**src/hdl/riscv_csr_consts.svh**
```systemverilog
`ifndef RISCV_CSR_CONSTS_SVH
`define RISCV_CSR_CONSTS_SVH

`define CSR_XLEN   64  // mxlen fixed, rv64 only
`define CSR_ADDR_W 12

// machine info, all read only (bits 11:10 = 3)
`define CSR_MVENDORID  12'hF11
`define CSR_MARCHID    12'hF12
`define CSR_MIMPID     12'hF13
`define CSR_MHARTID    12'hF14
`define CSR_MCONFIGPTR 12'hF15

// trap setup
`define CSR_MSTATUS       12'h300
`define CSR_MISA          12'h301
`define CSR_MIE           12'h304
`define CSR_MTVEC         12'h305
`define CSR_MCOUNTINHIBIT 12'h320

// trap handling
`define CSR_MSCRATCH 12'h340
`define CSR_MEPC     12'h341
`define CSR_MCAUSE   12'h342
`define CSR_MTVAL    12'h343
`define CSR_MIP      12'h344

// counters
`define CSR_MCYCLE   12'hB00
`define CSR_MINSTRET 12'hB02

`define MSTATUS_MIE_BIT  3
`define MSTATUS_MPIE_BIT 7
`define MSTATUS_MPP_LO   11  // mpp is 12:11
`define MSTATUS_UXL_LO   32  // uxl is 33:32

`define IRQ_MTI_BIT 7   // same position in mie and mip
`define IRQ_MEI_BIT 11

// mxl=2 (64 bit), extensions u m i c a
`define MISA_CODE   64'h8000_0000_0010_1105
`define MTVEC_RESET 64'h0000_0000_003F_FFFC  // direct mode
`define MCAUSE_CODE_W 4

`endif

```
**src/hdl/riscv_csr_pkg.sv**
```systemverilog
`include "riscv_csr_consts.svh"

package riscv_csr_pkg;

  // csr instruction class from the decoder, codes 0, 4 and 6 do nothing
  typedef enum logic [2:0] {
    CSR_NOP   = 3'd0,
    CSR_WRITE = 3'd1,
    CSR_SET   = 3'd2,
    CSR_CLEAR = 3'd3,
    CSR_READ  = 3'd5,
    CSR_MRET  = 3'd7
  } csr_op_e;

  typedef enum logic [1:0] {
    PRIV_U = 2'd0,
    PRIV_M = 2'd3
  } priv_lvl_e;

  typedef enum logic [`MCAUSE_CODE_W-1:0] {
    MC_INST_MISALIGNED  = 4'd0,
    MC_ILLEGAL          = 4'd2,
    MC_LOAD_MISALIGNED  = 4'd4,
    MC_STORE_MISALIGNED = 4'd6,
    MC_M_TIMER          = 4'd7,   // interrupt
    MC_ECALL_U          = 4'd8,
    MC_ECALL_M          = 4'd11
  } mcause_code_e;

  // machine external irq shares code 11 with ecall from m
  localparam mcause_code_e MC_M_EXT = MC_ECALL_M;

  typedef struct packed {
    logic illegal_inst;     // from decoder
    logic ecall;            // cause code picked by current priv
    logic inst_misaligned;
    logic load_misaligned;
    logic store_misaligned;
  } exc_vec_t;

  typedef struct packed {
    logic ext;
    logic timer;
  } irq_vec_t;

  // write request after legality and stall gating
  typedef struct packed {
    logic                   we;
    logic [`CSR_ADDR_W-1:0] addr;
    logic [`CSR_XLEN-1:0]   data;  // already merged for set/clear
  } csr_wr_t;

  typedef struct packed {
    logic      mie;
    logic      mpie;
    priv_lvl_e mpp;
  } mstatus_t;

endpackage

```
**src/hdl/riscv_csr_counters.sv**
```systemverilog
`include "riscv_csr_consts.svh"

module riscv_csr_counters (
  input  logic                   i_riscv_csr_clk,
  input  logic                   i_riscv_csr_rst,
  input  riscv_csr_pkg::csr_wr_t i_wr,
  input  logic                   i_instret,
  output logic [`CSR_XLEN-1:0]   o_mcycle,
  output logic [`CSR_XLEN-1:0]   o_minstret,
  output logic [2:0]             o_mcountinhibit
);

  logic cyc_we;
  logic ret_we;
  logic inh_we;
  logic cyc_inc;
  logic ret_inc;

  assign cyc_we = i_wr.we && (i_wr.addr == `CSR_MCYCLE);
  assign ret_we = i_wr.we && (i_wr.addr == `CSR_MINSTRET);
  assign inh_we = i_wr.we && (i_wr.addr == `CSR_MCOUNTINHIBIT);

  assign cyc_inc = ~o_mcountinhibit[0];              // cy
  assign ret_inc = i_instret & ~o_mcountinhibit[2];  // ir

  always_ff @(posedge i_riscv_csr_clk or posedge i_riscv_csr_rst)
  begin
    if (i_riscv_csr_rst)
    begin
      o_mcycle        <= '0;
      o_minstret      <= '0;
      o_mcountinhibit <= '0;
    end
    else
    begin
      if (inh_we)
        o_mcountinhibit <= {i_wr.data[2], 1'b0, i_wr.data[0]};  // no time counter, bit 1 stays 0
      // csr write takes priority over the count
      if (cyc_we)
        o_mcycle <= i_wr.data;
      else if (cyc_inc)
        o_mcycle <= o_mcycle + 64'd1;
      if (ret_we)
        o_minstret <= i_wr.data;
      else if (ret_inc)
        o_minstret <= o_minstret + 64'd1;
    end
  end

endmodule

```
**src/hdl/riscv_csr_machine_regs.sv**
```systemverilog
`include "riscv_csr_consts.svh"

module riscv_csr_machine_regs (
  input  logic                    i_riscv_csr_clk,
  input  logic                    i_riscv_csr_rst,
  input  riscv_csr_pkg::csr_wr_t  i_wr,
  input  riscv_csr_pkg::irq_vec_t i_irq,
  output riscv_csr_pkg::irq_vec_t o_mie,
  output riscv_csr_pkg::irq_vec_t o_mip,
  output logic [`CSR_XLEN-1:0]    o_mtvec,
  output logic [`CSR_XLEN-1:0]    o_mscratch
);

  logic       mie_we;
  logic       mtvec_we;
  logic       mscratch_we;
  logic [5:0] base_mid;   // mtvec bits 7:2

  assign mie_we      = i_wr.we && (i_wr.addr == `CSR_MIE);
  assign mtvec_we    = i_wr.we && (i_wr.addr == `CSR_MTVEC);
  assign mscratch_we = i_wr.we && (i_wr.addr == `CSR_MSCRATCH);

  // vectored mode needs a 256 byte aligned base
  assign base_mid = i_wr.data[0] ? 6'b0 : i_wr.data[7:2];

  always_ff @(posedge i_riscv_csr_clk or posedge i_riscv_csr_rst)
  begin
    if (i_riscv_csr_rst)
    begin
      o_mie      <= '0;
      o_mip      <= '0;
      o_mtvec    <= `MTVEC_RESET;
      o_mscratch <= '0;
    end
    else
    begin
      o_mip <= i_irq;  // pending bits track the pins, sw writes ignored
      if (mie_we)
      begin
        o_mie.ext   <= i_wr.data[`IRQ_MEI_BIT];
        o_mie.timer <= i_wr.data[`IRQ_MTI_BIT];
      end
      if (mtvec_we)
        o_mtvec <= {i_wr.data[`CSR_XLEN-1:8], base_mid, 1'b0, i_wr.data[0]};  // mode bit 1 reserved
      if (mscratch_we)
        o_mscratch <= i_wr.data;
    end
  end

endmodule

```
**src/hdl/riscv_csr_op_decode.sv**
```systemverilog
`include "riscv_csr_consts.svh"

module riscv_csr_op_decode (
  input  logic [`CSR_ADDR_W-1:0]   i_riscv_csr_address,
  input  riscv_csr_pkg::csr_op_e   i_riscv_csr_op,
  input  logic [`CSR_XLEN-1:0]     i_riscv_csr_wdata,
  input  logic                     i_riscv_csr_globstall,
  input  logic [`CSR_XLEN-1:0]     i_rdata,         // current value, for set/clear
  input  logic                     i_addr_missing,
  input  riscv_csr_pkg::priv_lvl_e i_priv,
  output riscv_csr_pkg::csr_wr_t   o_wr,
  output logic                     o_read_en,
  output logic                     o_mret,
  output logic                     o_csr_illegal
);
  import riscv_csr_pkg::*;

  logic                 wr_intent;  // op wants to modify the csr
  logic                 ill_priv;
  logic                 ill_ro;
  logic [`CSR_XLEN-1:0] merged;

  always_comb
  begin
    o_read_en = 1'b0;
    wr_intent = 1'b0;
    o_mret    = 1'b0;
    case (i_riscv_csr_op)
      CSR_WRITE, CSR_SET, CSR_CLEAR:
      begin
        o_read_en = 1'b1;
        wr_intent = 1'b1;
      end
      CSR_READ: o_read_en = 1'b1;
      CSR_MRET: o_mret = 1'b1;   // no csr access at all
      default:  wr_intent = 1'b0;  // nop codes
    endcase
  end

  // set/clear merge with the value read this cycle
  always_comb
  begin
    case (i_riscv_csr_op)
      CSR_SET:   merged = i_rdata | i_riscv_csr_wdata;
      CSR_CLEAR: merged = i_rdata & ~i_riscv_csr_wdata;
      default:   merged = i_riscv_csr_wdata;
    endcase
  end

  // bits 9:8 give the lowest priv allowed, 11:10 == 3 marks read only
  assign ill_priv = o_read_en && (i_riscv_csr_address[9:8] > i_priv);
  assign ill_ro   = wr_intent && (i_riscv_csr_address[11:10] == 2'b11);

  assign o_csr_illegal = ill_priv | ill_ro | (o_read_en & i_addr_missing);

  // stall only blocks the write, the illegal flag still goes out
  assign o_wr.we   = wr_intent & ~o_csr_illegal & ~i_riscv_csr_globstall;
  assign o_wr.addr = i_riscv_csr_address;
  assign o_wr.data = merged;

endmodule

```
**src/hdl/riscv_csr_read_mux.sv**
```systemverilog
`include "riscv_csr_consts.svh"

module riscv_csr_read_mux (
  input  logic [`CSR_ADDR_W-1:0]    i_address,
  input  logic                      i_read_en,
  input  riscv_csr_pkg::mstatus_t   i_mstatus,
  input  riscv_csr_pkg::irq_vec_t   i_mie,
  input  riscv_csr_pkg::irq_vec_t   i_mip,
  input  logic [`CSR_XLEN-1:0]      i_mtvec,
  input  logic [`CSR_XLEN-1:0]      i_mscratch,
  input  logic [`CSR_XLEN-1:0]      i_mepc,
  input  logic [`MCAUSE_CODE_W:0]   i_mcause,  // {interrupt, code}
  input  logic [`CSR_XLEN-1:0]      i_mtval,
  input  logic [`CSR_XLEN-1:0]      i_mcycle,
  input  logic [`CSR_XLEN-1:0]      i_minstret,
  input  logic [2:0]                i_mcountinhibit,
  output logic [`CSR_XLEN-1:0]      o_rdata,
  output logic                      o_addr_missing
);

  always_comb
  begin
    o_rdata        = '0;
    o_addr_missing = 1'b0;
    if (i_read_en)
    begin
      case (i_address)
        `CSR_MVENDORID, `CSR_MARCHID, `CSR_MIMPID,
        `CSR_MHARTID, `CSR_MCONFIGPTR: o_rdata = '0;  // not implemented, read zero
        `CSR_MISA: o_rdata = `MISA_CODE;
        `CSR_MSTATUS:
        begin
          o_rdata[`MSTATUS_UXL_LO+1:`MSTATUS_UXL_LO] = 2'b10;  // u mode is 64 bit
          o_rdata[`MSTATUS_MIE_BIT]                  = i_mstatus.mie;
          o_rdata[`MSTATUS_MPIE_BIT]                 = i_mstatus.mpie;
          o_rdata[`MSTATUS_MPP_LO+1:`MSTATUS_MPP_LO] = i_mstatus.mpp;
        end
        `CSR_MIE:
        begin
          o_rdata[`IRQ_MEI_BIT] = i_mie.ext;
          o_rdata[`IRQ_MTI_BIT] = i_mie.timer;
        end
        `CSR_MIP:
        begin
          o_rdata[`IRQ_MEI_BIT] = i_mip.ext;
          o_rdata[`IRQ_MTI_BIT] = i_mip.timer;
        end
        `CSR_MTVEC:         o_rdata = i_mtvec;
        `CSR_MSCRATCH:      o_rdata = i_mscratch;
        `CSR_MEPC:          o_rdata = i_mepc;
        `CSR_MCAUSE:
        begin
          o_rdata[`CSR_XLEN-1]          = i_mcause[`MCAUSE_CODE_W];  // interrupt flag
          o_rdata[`MCAUSE_CODE_W-1:0]   = i_mcause[`MCAUSE_CODE_W-1:0];
        end
        `CSR_MTVAL:         o_rdata = i_mtval;
        `CSR_MCYCLE:        o_rdata = i_mcycle;
        `CSR_MINSTRET:      o_rdata = i_minstret;
        `CSR_MCOUNTINHIBIT: o_rdata[2:0] = i_mcountinhibit;
        default:            o_addr_missing = 1'b1;  // becomes illegal inst in decode
      endcase
    end
  end

endmodule

```
**src/hdl/riscv_csr_trap_unit.sv**
```systemverilog
`include "riscv_csr_consts.svh"

module riscv_csr_trap_unit (
  input  logic                     i_riscv_csr_clk,
  input  logic                     i_riscv_csr_rst,
  input  riscv_csr_pkg::irq_vec_t  i_irq,
  input  riscv_csr_pkg::exc_vec_t  i_exc,
  input  logic                     i_csr_illegal,  // bad csr access
  input  riscv_csr_pkg::irq_vec_t  i_mie,
  input  logic                     i_mret,
  input  riscv_csr_pkg::csr_wr_t   i_wr,
  input  logic [`CSR_XLEN-1:0]     i_pc,
  input  logic [`CSR_XLEN-1:0]     i_address_alu,
  output logic                     o_goto_trap,
  output logic                     o_return_from_trap,
  output riscv_csr_pkg::mstatus_t  o_mstatus,
  output riscv_csr_pkg::priv_lvl_e o_priv,
  output logic [`CSR_XLEN-1:0]     o_mepc,
  output logic [`MCAUSE_CODE_W:0]  o_mcause,   // {interrupt, code}
  output logic [`CSR_XLEN-1:0]     o_mtval
);
  import riscv_csr_pkg::*;

  logic         ext_pend;
  logic         tim_pend;
  logic         illegal;
  logic         is_exc;
  logic         cause_int;
  mcause_code_e cause_code;
  logic         tval_cap;   // trap cause carries a faulting address

  // global enable, per-source enable and the live input
  assign ext_pend = o_mstatus.mie & i_mie.ext & i_irq.ext;
  assign tim_pend = o_mstatus.mie & i_mie.timer & i_irq.timer;
  assign illegal  = i_exc.illegal_inst | i_csr_illegal;
  assign is_exc   = illegal | i_exc.ecall | i_exc.inst_misaligned |
                    i_exc.load_misaligned | i_exc.store_misaligned;

  assign o_goto_trap        = ext_pend | tim_pend | is_exc;
  assign o_return_from_trap = i_mret & ~o_goto_trap;  // trap beats mret

  // fixed priority, interrupts first
  always_comb
  begin
    cause_int  = 1'b0;
    cause_code = MC_INST_MISALIGNED;
    if (ext_pend)
    begin
      cause_int  = 1'b1;
      cause_code = MC_M_EXT;
    end
    else if (tim_pend)
    begin
      cause_int  = 1'b1;
      cause_code = MC_M_TIMER;
    end
    else if (illegal)
      cause_code = MC_ILLEGAL;
    else if (i_exc.inst_misaligned)
      cause_code = MC_INST_MISALIGNED;
    else if (i_exc.ecall)
      cause_code = (o_priv == PRIV_M) ? MC_ECALL_M : MC_ECALL_U;
    else if (i_exc.load_misaligned)
      cause_code = MC_LOAD_MISALIGNED;
    else if (i_exc.store_misaligned)
      cause_code = MC_STORE_MISALIGNED;
  end

  assign tval_cap = ~cause_int &&
                    (cause_code == MC_LOAD_MISALIGNED || cause_code == MC_STORE_MISALIGNED);

  always_ff @(posedge i_riscv_csr_clk or posedge i_riscv_csr_rst)
  begin
    if (i_riscv_csr_rst)
    begin
      o_mstatus <= '{mie: 1'b0, mpie: 1'b0, mpp: PRIV_U};
      o_priv    <= PRIV_M;   // boot in machine mode
      o_mepc    <= '0;
      o_mcause  <= '0;
      o_mtval   <= '0;
    end
    else
    begin
      if (o_goto_trap)
      begin
        o_mstatus.mpie <= o_mstatus.mie;
        o_mstatus.mie  <= 1'b0;
        o_mstatus.mpp  <= o_priv;
        o_priv         <= PRIV_M;
        o_mepc         <= i_pc - 64'd4;
        o_mcause       <= {cause_int, cause_code};
      end
      else if (o_return_from_trap)
      begin
        o_mstatus.mie  <= o_mstatus.mpie;
        o_mstatus.mpie <= 1'b1;
        o_mstatus.mpp  <= PRIV_U;
        o_priv         <= o_mstatus.mpp;
      end
      else if (i_wr.we)
      begin
        if (i_wr.addr == `CSR_MSTATUS)
        begin
          o_mstatus.mie  <= i_wr.data[`MSTATUS_MIE_BIT];
          o_mstatus.mpie <= i_wr.data[`MSTATUS_MPIE_BIT];
          // only u and m exist, any other mpp value maps to u
          o_mstatus.mpp  <= (i_wr.data[`MSTATUS_MPP_LO+1:`MSTATUS_MPP_LO] == 2'b11) ?
                            PRIV_M : PRIV_U;
        end
        if (i_wr.addr == `CSR_MEPC)
          o_mepc <= {i_wr.data[`CSR_XLEN-1:1], 1'b0};
        if (i_wr.addr == `CSR_MCAUSE)
          o_mcause <= {i_wr.data[`CSR_XLEN-1], i_wr.data[`MCAUSE_CODE_W-1:0]};
      end

      // mtval only taken over by misaligned load/store, else writable
      if (o_goto_trap && tval_cap)
        o_mtval <= i_address_alu;
      else if (i_wr.we && i_wr.addr == `CSR_MTVAL)
        o_mtval <= i_wr.data;
    end
  end

endmodule

```
**src/hdl/riscv_csrfile.sv**
```systemverilog
`include "riscv_csr_consts.svh"

module riscv_csrfile (
  input  logic                     i_riscv_csr_clk,
  input  logic                     i_riscv_csr_rst,
  input  logic                     i_riscv_csr_globstall,
  input  logic [`CSR_ADDR_W-1:0]   i_riscv_csr_address,
  input  riscv_csr_pkg::csr_op_e   i_riscv_csr_op,
  input  logic [`CSR_XLEN-1:0]     i_riscv_csr_wdata,
  input  riscv_csr_pkg::irq_vec_t  i_riscv_csr_irq,
  input  riscv_csr_pkg::exc_vec_t  i_riscv_csr_exc,
  input  logic                     i_riscv_csr_instret,
  input  logic [`CSR_XLEN-1:0]     i_riscv_csr_pc,
  input  logic [`CSR_XLEN-1:0]     i_riscv_csr_address_alu,  // faulting load/store address
  output logic [`CSR_XLEN-1:0]     o_riscv_csr_rdata,
  output logic [`CSR_XLEN-1:0]     o_riscv_csr_return_address,  // mepc
  output logic [`CSR_XLEN-1:0]     o_riscv_csr_trap_address,    // mtvec
  output logic                     o_riscv_csr_goto_trap,
  output logic                     o_riscv_csr_return_from_trap,
  output riscv_csr_pkg::priv_lvl_e o_riscv_csr_privlvl
);
  import riscv_csr_pkg::*;

  csr_wr_t                 wr;
  logic                    read_en;
  logic                    addr_missing;
  logic                    mret;
  logic                    csr_illegal;
  mstatus_t                mstatus;
  irq_vec_t                mie;
  irq_vec_t                mip;
  logic [`CSR_XLEN-1:0]    mscratch;
  logic [`MCAUSE_CODE_W:0] mcause;
  logic [`CSR_XLEN-1:0]    mtval;
  logic [`CSR_XLEN-1:0]    mcycle;
  logic [`CSR_XLEN-1:0]    minstret;
  logic [2:0]              mcountinhibit;

  riscv_csr_op_decode u_op_decode (
    .i_riscv_csr_address  (i_riscv_csr_address),
    .i_riscv_csr_op       (i_riscv_csr_op),
    .i_riscv_csr_wdata    (i_riscv_csr_wdata),
    .i_riscv_csr_globstall(i_riscv_csr_globstall),
    .i_rdata              (o_riscv_csr_rdata),   // read-modify-write for set/clear
    .i_addr_missing       (addr_missing),
    .i_priv               (o_riscv_csr_privlvl),
    .o_wr                 (wr),
    .o_read_en            (read_en),
    .o_mret               (mret),
    .o_csr_illegal        (csr_illegal)
  );

  riscv_csr_read_mux u_read_mux (
    .i_address      (i_riscv_csr_address),
    .i_read_en      (read_en),
    .i_mstatus      (mstatus),
    .i_mie          (mie),
    .i_mip          (mip),
    .i_mtvec        (o_riscv_csr_trap_address),
    .i_mscratch     (mscratch),
    .i_mepc         (o_riscv_csr_return_address),
    .i_mcause       (mcause),
    .i_mtval        (mtval),
    .i_mcycle       (mcycle),
    .i_minstret     (minstret),
    .i_mcountinhibit(mcountinhibit),
    .o_rdata        (o_riscv_csr_rdata),
    .o_addr_missing (addr_missing)
  );

  riscv_csr_trap_unit u_trap_unit (
    .i_riscv_csr_clk   (i_riscv_csr_clk),
    .i_riscv_csr_rst   (i_riscv_csr_rst),
    .i_irq             (i_riscv_csr_irq),
    .i_exc             (i_riscv_csr_exc),
    .i_csr_illegal     (csr_illegal),
    .i_mie             (mie),
    .i_mret            (mret),
    .i_wr              (wr),
    .i_pc              (i_riscv_csr_pc),
    .i_address_alu     (i_riscv_csr_address_alu),
    .o_goto_trap       (o_riscv_csr_goto_trap),
    .o_return_from_trap(o_riscv_csr_return_from_trap),
    .o_mstatus         (mstatus),
    .o_priv            (o_riscv_csr_privlvl),
    .o_mepc            (o_riscv_csr_return_address),
    .o_mcause          (mcause),
    .o_mtval           (mtval)
  );

  riscv_csr_machine_regs u_machine_regs (
    .i_riscv_csr_clk(i_riscv_csr_clk),
    .i_riscv_csr_rst(i_riscv_csr_rst),
    .i_wr           (wr),
    .i_irq          (i_riscv_csr_irq),
    .o_mie          (mie),
    .o_mip          (mip),
    .o_mtvec        (o_riscv_csr_trap_address),
    .o_mscratch     (mscratch)
  );

  riscv_csr_counters u_counters (
    .i_riscv_csr_clk(i_riscv_csr_clk),
    .i_riscv_csr_rst(i_riscv_csr_rst),
    .i_wr           (wr),
    .i_instret      (i_riscv_csr_instret),
    .o_mcycle       (mcycle),
    .o_minstret     (minstret),
    .o_mcountinhibit(mcountinhibit)
  );

endmodule

```
**config.mk**
```make
export PLATFORM = sky130hd
export DESIGN_NAME = riscv_csrfile
export DESIGN_NICKNAME = d
export VERILOG_FILES = /design/src/hdl/riscv_csr_pkg.sv /design/src/hdl/riscv_csr_counters.sv /design/src/hdl/riscv_csr_machine_regs.sv /design/src/hdl/riscv_csr_op_decode.sv /design/src/hdl/riscv_csr_read_mux.sv /design/src/hdl/riscv_csr_trap_unit.sv /design/src/hdl/riscv_csrfile.sv
export VERILOG_INCLUDE_DIRS = /design/src /design/src/hdl
export SDC_FILE = /design/constraint.sdc
export NUM_CORES = 1
export LEC_CHECK = 0
export BUFFER_PORTS_ARGS = -buffer_cell sky130_fd_sc_hd__buf_2
export CORE_MARGIN = 8
export CORE_UTILIZATION = 55
export DETAILED_ROUTE_END_ITERATION = 8
export GPL_ROUTABILITY_DRIVEN = 0
export HOLD_SLACK_MARGIN = 0.02
export PLACE_DENSITY = 0.83
export SLEW_MARGIN = 20
export SYNTH_ARGS = -nofsm -noshare
export SYNTH_HDL_FRONTEND = slang
export SYNTH_HIERARCHICAL = 1
export SYNTH_SLANG_ARGS = --single-unit
```
**constraint.sdc**
```tcl
create_clock -name i_riscv_csr_clk -period 5.1 [get_ports i_riscv_csr_clk]
set_input_delay 0.255 -clock i_riscv_csr_clk [delete_from_list [all_inputs] [get_ports i_riscv_csr_clk]]
set_output_delay 0.255 -clock i_riscv_csr_clk [all_outputs]
set_load 0.1 [all_outputs]
```
# After elaboration in Yosys (flattened, before gate mapping)

Index checks and enable logic that the tools add are counted.

$add $sub $neg: 3
Magnitude comparators: 1
Equal/unequal tests: 29
Multiplexer cells: 50
Bitwise logic cells: 26
Reduce and logical (&&, ||, !) cells: 26

Operator list:

| operator              | count |
|---|---|
| $mux 64               | 11 |
| $pmux 29 s6           | 1 |
| $pmux 19 s7           | 1 |
| $add 64x1->64 const B | 2 |
| $pmux 64 s2           | 1 |
| $eq 12x10->1 const B  | 10 |
| $eq 12x12->1 const B  | 7 |
| $and 64x64->64        | 1 |
| $not 64->64           | 1 |
| $or 64x64->64         | 1 |
| $sub 64x3->64 const B | 1 |
| $mux 4                | 10 |
| $pmux 3 s9            | 1 |
| $pmux 1 s8            | 3 |
| $pmux 3 s7            | 1 |
| $mux 5                | 4 |
| $pmux 1 s9            | 2 |
| $pmux 3 s6            | 1 |
| $reduce_or 17->1      | 1 |
| $pmux 2 s7            | 1 |
| $reduce_bool 2->1     | 6 |
| $logic_and 1x1->1     | 11 |
| $and 1x1->1           | 9 |
| $or 1x1->1            | 9 |
| other kinds (19)      | 39 |

Register bits after elaboration: 400
Input bits: 218
Output and inout bits: 196
Word-level logic and storage cells: 151

# Longest topological paths before layout

Depth in word-level cells: 16
Mapped depth: 18
Depth with buffers taken out: 14

# Modules after synthesis

The synthesis kept the hierarchy.

By module, submodules not included:

| module                 | times used | cells each | area each (um2) | seq. area each (um2) |
|---|---|---|---|---|
| riscv_csr_trap_unit    | 1          | 858        | 7887.6          | 3480.8 |
| riscv_csr_counters     | 1          | 868        | 7537.2          | 3253.1 |
| riscv_csr_machine_regs | 1          | 292        | 5200.0          | 3303.2 |
| riscv_csr_read_mux     | 1          | 520        | 3483.3          | 0.0 |
| riscv_csr_op_decode    | 1          | 172        | 1263.7          | 0.0 |

# Worst setup path after synthesis

OpenSTA, ideal clock, no wires.

Kind: input port to output port
Start point: input i_riscv_csr_address[4]
End point: output o_riscv_csr_return_from_trap
Data arrival time: 4.114 ns
Required time: 4.845 ns
Setup slack: 0.731 ns
Cell stages on the path: 12
Buffers on the path: 3
Cell sequence: or4_4 > nor2_4 > and4_1 > buf_2 > buf_2 > a211oi_1 > o31ai_1 > a21boi_1 > or4_1 > a2111oi_2 > clkbuf_1 > and2_1

Word-level cells in the longest chain between the ends: 14
Elaborated cells on any way between the ends: 30
Those cells by class: eq/ne (17); mux (2); bitwise (10); reduce/logical (1)

Ends and longest elaborated chain:

| element                                      | RTL line                  | RTL |
|---|---|---|
| start: declaration                           | riscv_csrfile.sv:7        | `` input logic [`CSR_ADDR_W-1:0] i_riscv_csr_address, `` |
| $eq 12x12->1 or $eq 12x10->1 (tied branches) | riscv_csr_read_mux.sv:27  | `case (i_address)` |
| $reduce_or 17->1 (no source line) (*)        | n/a                       |  |
| $mux 1 (*)                                   | riscv_csr_read_mux.sv:27  |  |
| $mux 1 (*)                                   | riscv_csr_read_mux.sv:25  | `if (i_read_en)` |
| named net addr_missing                       | riscv_csrfile.sv:26       | `logic addr_missing;` |
| $and 1x1->1 (*)                              | riscv_csr_op_decode.sv:54 | `assign o_csr_illegal = ill_priv \| ill_ro \| (o_read_en & i_addr_missing);` |
| $or 1x1->1 (*)                               | riscv_csr_op_decode.sv:54 |  |
| named net csr_illegal                        | riscv_csrfile.sv:28       | `logic csr_illegal;` |
| $or 1x1->1 (*)                               | riscv_csr_trap_unit.sv:35 | `assign illegal = i_exc.illegal_inst \| i_csr_illegal;` |
| $or 1x1->1 (*) (3 in series)                 | riscv_csr_trap_unit.sv:36 | `assign is_exc = illegal \| i_exc.ecall \| i_exc.inst_misaligned \|` |
| $or 1x1->1 (*)                               | riscv_csr_trap_unit.sv:37 | `i_exc.load_misaligned \| i_exc.store_misaligned;` |
| $or 1x1->1 (*)                               | riscv_csr_trap_unit.sv:39 | `assign o_goto_trap = ext_pend \| tim_pend \| is_exc;` |
| $not 1->1 (*)                                | riscv_csr_trap_unit.sv:40 | `assign o_return_from_trap = i_mret & ~o_goto_trap;` |
| $and 1x1->1 (*)                              | riscv_csr_trap_unit.sv:40 |  |
| end: declaration                             | riscv_csrfile.sv:19       | `output logic o_riscv_csr_return_from_trap,` |

The timed path passes the listed nets; every way through them passes the cells marked *.

# Worst setup path in the final report

Start point: input i_riscv_csr_address[0]
End point: output o_riscv_csr_goto_trap

Word-level cells in the longest chain between the ends: 12
Elaborated cells on any way between the ends: 28
Those cells by class: eq/ne (17); mux (2); bitwise (8); reduce/logical (1)

Ends and longest elaborated chain:

| element                                      | RTL line                  | RTL |
|---|---|---|
| $eq 12x12->1 or $eq 12x10->1 (tied branches) | riscv_csr_read_mux.sv:27  |  |
| $reduce_or 17->1 (no source line) (*)        | n/a                       |  |
| $mux 1 (*)                                   | riscv_csr_read_mux.sv:27  |  |
| $mux 1 (*)                                   | riscv_csr_read_mux.sv:25  |  |
| named net addr_missing                       | riscv_csrfile.sv:26       |  |
| $and 1x1->1 (*)                              | riscv_csr_op_decode.sv:54 |  |
| $or 1x1->1 (*)                               | riscv_csr_op_decode.sv:54 |  |
| named net csr_illegal                        | riscv_csrfile.sv:28       |  |
| $or 1x1->1 (*)                               | riscv_csr_trap_unit.sv:35 |  |
| $or 1x1->1 (*) (3 in series)                 | riscv_csr_trap_unit.sv:36 |  |
| $or 1x1->1 (*)                               | riscv_csr_trap_unit.sv:37 |  |
| $or 1x1->1 (*)                               | riscv_csr_trap_unit.sv:39 |  |
| end: declaration                             | riscv_csrfile.sv:18       | `output logic o_riscv_csr_goto_trap,` |

Marked as above.

==> run metrics <==
outcome=complete, but fails checks; failing checks=DRC; Stages on worst setup path=13; post-CTS sizing=0; Clock Sinks=400; Max Freq=209 MHz; row cnt=78; Post-synth ARST share=1.00; synth unique cells=91; gr usage total=0.378; Starting Density=0.558; Int Power=6.19 mW; Slew Limit Fails=0; Max-slew headroom=0.309; total CTS buffers=44; CP Data Required Time=4.85 ns; initial antenna violation count=10; Top Family by Delay on Critical Path=simple AND/OR/NAND/NOR gates; period utilization=0.940; clock-pin slew on the worst setup and hold paths=0.06 ns; Chip Width=231 um; CP Class=in -> out; drt total wl=105000 um; Crit. Startpoint=i_riscv_csr_address[0]; vias per cell=7.04; GRT overflow=0; crit-path cells=buf_2 -> or4_1 -> nor4_1 -> a311o_1 -> or3_1 -> a211oi_1 -> o31ai_1 -> a21boi_1 -> or4_1 -> a2111oi_4 -> clkinv_2 -> buf_4 -> buf_2; Die Y=231 um; Post-synth EDFFs=0; depth of the worst register-to-register path=9; # Post-CTS Setup Buffers=0; DR WL/cell=28.0 um; area of the core=45500 um^2; Starting DRT DRC Count=4009; IO buf count=412; final std cells w/o fill=3747; fin nets=3336; largest net degree at the start of global routing=94; vias in the first global route=26300; Yosys top cell area share=0.373; post-synth net total=2933; Setup TNS Final=0 ns; CP max-delay cell=or4_1; first-pass GRT wire length=158000 um; Worst setup SP type=input pin; slowest stage delay, CP=0.63 ns; power per cell area=308 nW/um^2; Cells after Synth=2710; arrival time of the worst setup path=4.54 ns; mapped cell area=25400 um^2; share of layout cells above drive strength 1=0.274; Logic pwr share=0.214; H-tree depth=2; Final Util=0.663; Hold Startpoint=i_riscv_csr_pc[49]; clk buf depth=3; Max Cap Violations=0; Synth Flop Type=dfrtp_1; Buf/Inv on CP=4; worst slew pin tran=1.03 ns; sequential share of power=0.413; Synth Warn #=6; Avg Cell Area, Syn=9.36 um^2; worst r2r dst=u_counters/o_mcountinhibit[0]; clock power share=0.373; RSZ-0062 raised after global routing=false; Worst Hold Path Cells=3; Setup crit end kind=output port; drt first pass iters=9; Die Area=53300 um^2; FF-to-FF setup slack=1.33 ns; DRC viols=22; Worst Hold Path EP=u_trap_unit/o_mepc[49]; Fin Clk Skew=0.0183 ns; Worst Hold Class=in -> reg; CP max FO=61; clock root buffer=clkbuf_16; register area share after synthesis=0.396; top post-synthesis cells by area=dfrtp_1 37%, nand2_1 3.8%, mux2_2 3.6%; Leakage Power=13.1 nW; Fin. Hold Viols=0; placed instance count=3571; switching pwr=3.11 mW; CTS tree=yes; Net Sw Frac=0.334; io pins=414; area leader, netlist=dfrtp_1; fin crit period=4.79 ns; Area growth syn-to-layout=18.9%; worst vdd ir=210 uV; Yosys reg bits=400; Post-DRT Antenna Nets=0; Worst R2R Start=u_trap_unit/o_priv[1]; final hold slack=0.0342 ns; Skew-Pair Late Insertion Delay=0.59 ns; via count=26400; Final setup viols=0; total power draw=9.30 mW; DP HPWL=69700 um
==> Yosys cell counts (7+ instances only) <==
library cell	number
a211oi_1	48
a21oi_1	179
a21oi_2	60
a221oi_1	53
a22o_1	29
a22oi_1	78
a31oi_1	47
a32oi_1	8
and2_1	54
and3_1	21
buf_1	13
buf_12	7
buf_2	46
buf_4	20
buf_6	9
clkbuf_1	106
dfrtp_1	378
dfstp_2	22
inv_1	38
mux2_2	81
mux2_4	60
mux2i_1	83
nand2_1	259
nand3_1	56
nand3b_1	10
nand4_1	50
nor2_1	214
nor2b_1	14
nor3_1	47
nor3_2	8
nor4_1	44
o211ai_1	7
o21ai_0	134
o21ai_1	8
o22ai_1	47
o2bb2ai_1	7
o31ai_1	12
or2_2	7
or3_1	25
or3b_2	31
or4_1	29
xnor2_1	103
xor2_1	53
==> state kept, by name (all words and copies together) (netlist names) <==
name / count
u_counters/o_mcycle: 64
u_counters/o_minstret: 64
u_machine_regs/o_mscratch: 64
u_trap_unit/o_mepc: 64
u_trap_unit/o_mtval: 64
u_machine_regs/o_mtvec: 63
u_trap_unit/o_mcause: 5
u_trap_unit/o_mstatus: 4
u_counters/o_mcountinhibit: 2
u_machine_regs/o_mie: 2
u_machine_regs/o_mip: 2
u_trap_unit/o_priv: 2
==> metal layers <==
metal / share of wire / vias to the layer above / routed length [um] / GRT usage
li1: - / 10800 / - / -
met5: 0.00083 / - / 87 / 0
met4: 0.081 / 14 / 8490 / 0.238
met3: 0.15 / 728 / 15500 / 0.130
met1: 0.34 / 12400 / 36000 / 0.468
met2: 0.43 / 2446 / 44900 / 0.559
==> cell families after synthesis <==
family / share of synthesized area
simple gates: 0.199
xor+xnor: 0.0539
other cells: 0.000296
flops: 0.396
fa+ha+maj: 0.00247
mux: 0.106
buf+inv: 0.0477
compound gates: 0.195
==> worst max path at each step <==
stage / end
after floorplan: o_riscv_csr_return_from_trap
after global placement: u_trap_unit/o_mtval[37]
after detailed placement: u_trap_unit/o_mtval[41]
after CTS: o_riscv_csr_goto_trap
after global routing: o_riscv_csr_goto_trap
final: o_riscv_csr_goto_trap
==> worst register-to-register path, delay by kind of cell, from the launching register on <==
family          cells  cell delay, ns
simple gates        5            2.00
buf+inv             1            0.07
flops               1            0.61
mux                 1            0.43
compound gates      1            0.24
fa+ha+maj           1            0.30
==> cell type report <==
class	count	area (um^2)
repair buffers	558	3480
flip-flops and latches	400	10000
multi-input cells	2071	14200
inverters	38	156
clock buffers	57	1220
diodes	3	7.51
clock inverters	20	297
fillers	3477	15300
well taps	600	751
==> power by group through the flow <==
stage               combinational [mW]  clock (mW)  sequential (mW)
floorplan                         1.12           0             4.00
global route                      2.13        3.59             3.87
detailed placement                1.85           0             3.87
global placement                  1.80           0             3.85
finish                            1.99        3.47             3.84
CTS                               1.92        3.46             3.82
==> per-stage QoR <==
stage / setup slack [ns] / area, um^2
2_1_floorplan: 0.731 / 25400
6_report: 0.306 / 30200
3_3_place_gp: 0.718 / 27700
5_1_grt: 0.218 / 30200
4_1_cts: 0.548 / 30100
3_5_place_dp: 0.572 / 27700
==> placed cells by master (no fill, tap or decap), types with 48 or more instances in the layout <==
| cell | n |
|---|---|
| mux2_2 | 81 |
| o21ai_0 | 134 |
| nand2_1 | 257 |
| dlygate4sd3_1 | 94 |
| dfrtp_1 | 378 |
| nand3_1 | 55 |
| nand4_1 | 50 |
| nor2_1 | 213 |
| xor2_1 | 53 |
| buf_2 | 412 |
| a211oi_1 | 48 |
| xnor2_1 | 103 |
| a21oi_1 | 178 |
| mux2i_1 | 83 |
| mux2_4 | 60 |
| a22oi_1 | 78 |
| a21oi_2 | 61 |
| a221oi_1 | 53 |
| and2_1 | 53 |
==> what timing repair did <==
| action | 4_1_cts | 5_1_grt |
|---|---|---|
| setup endpoints to repair | 0 | 0 |
| hold endpoints to repair | 190 | 0 |
| hold buffers | 94 | 0 |
Power figures use the tool's default switching activity.
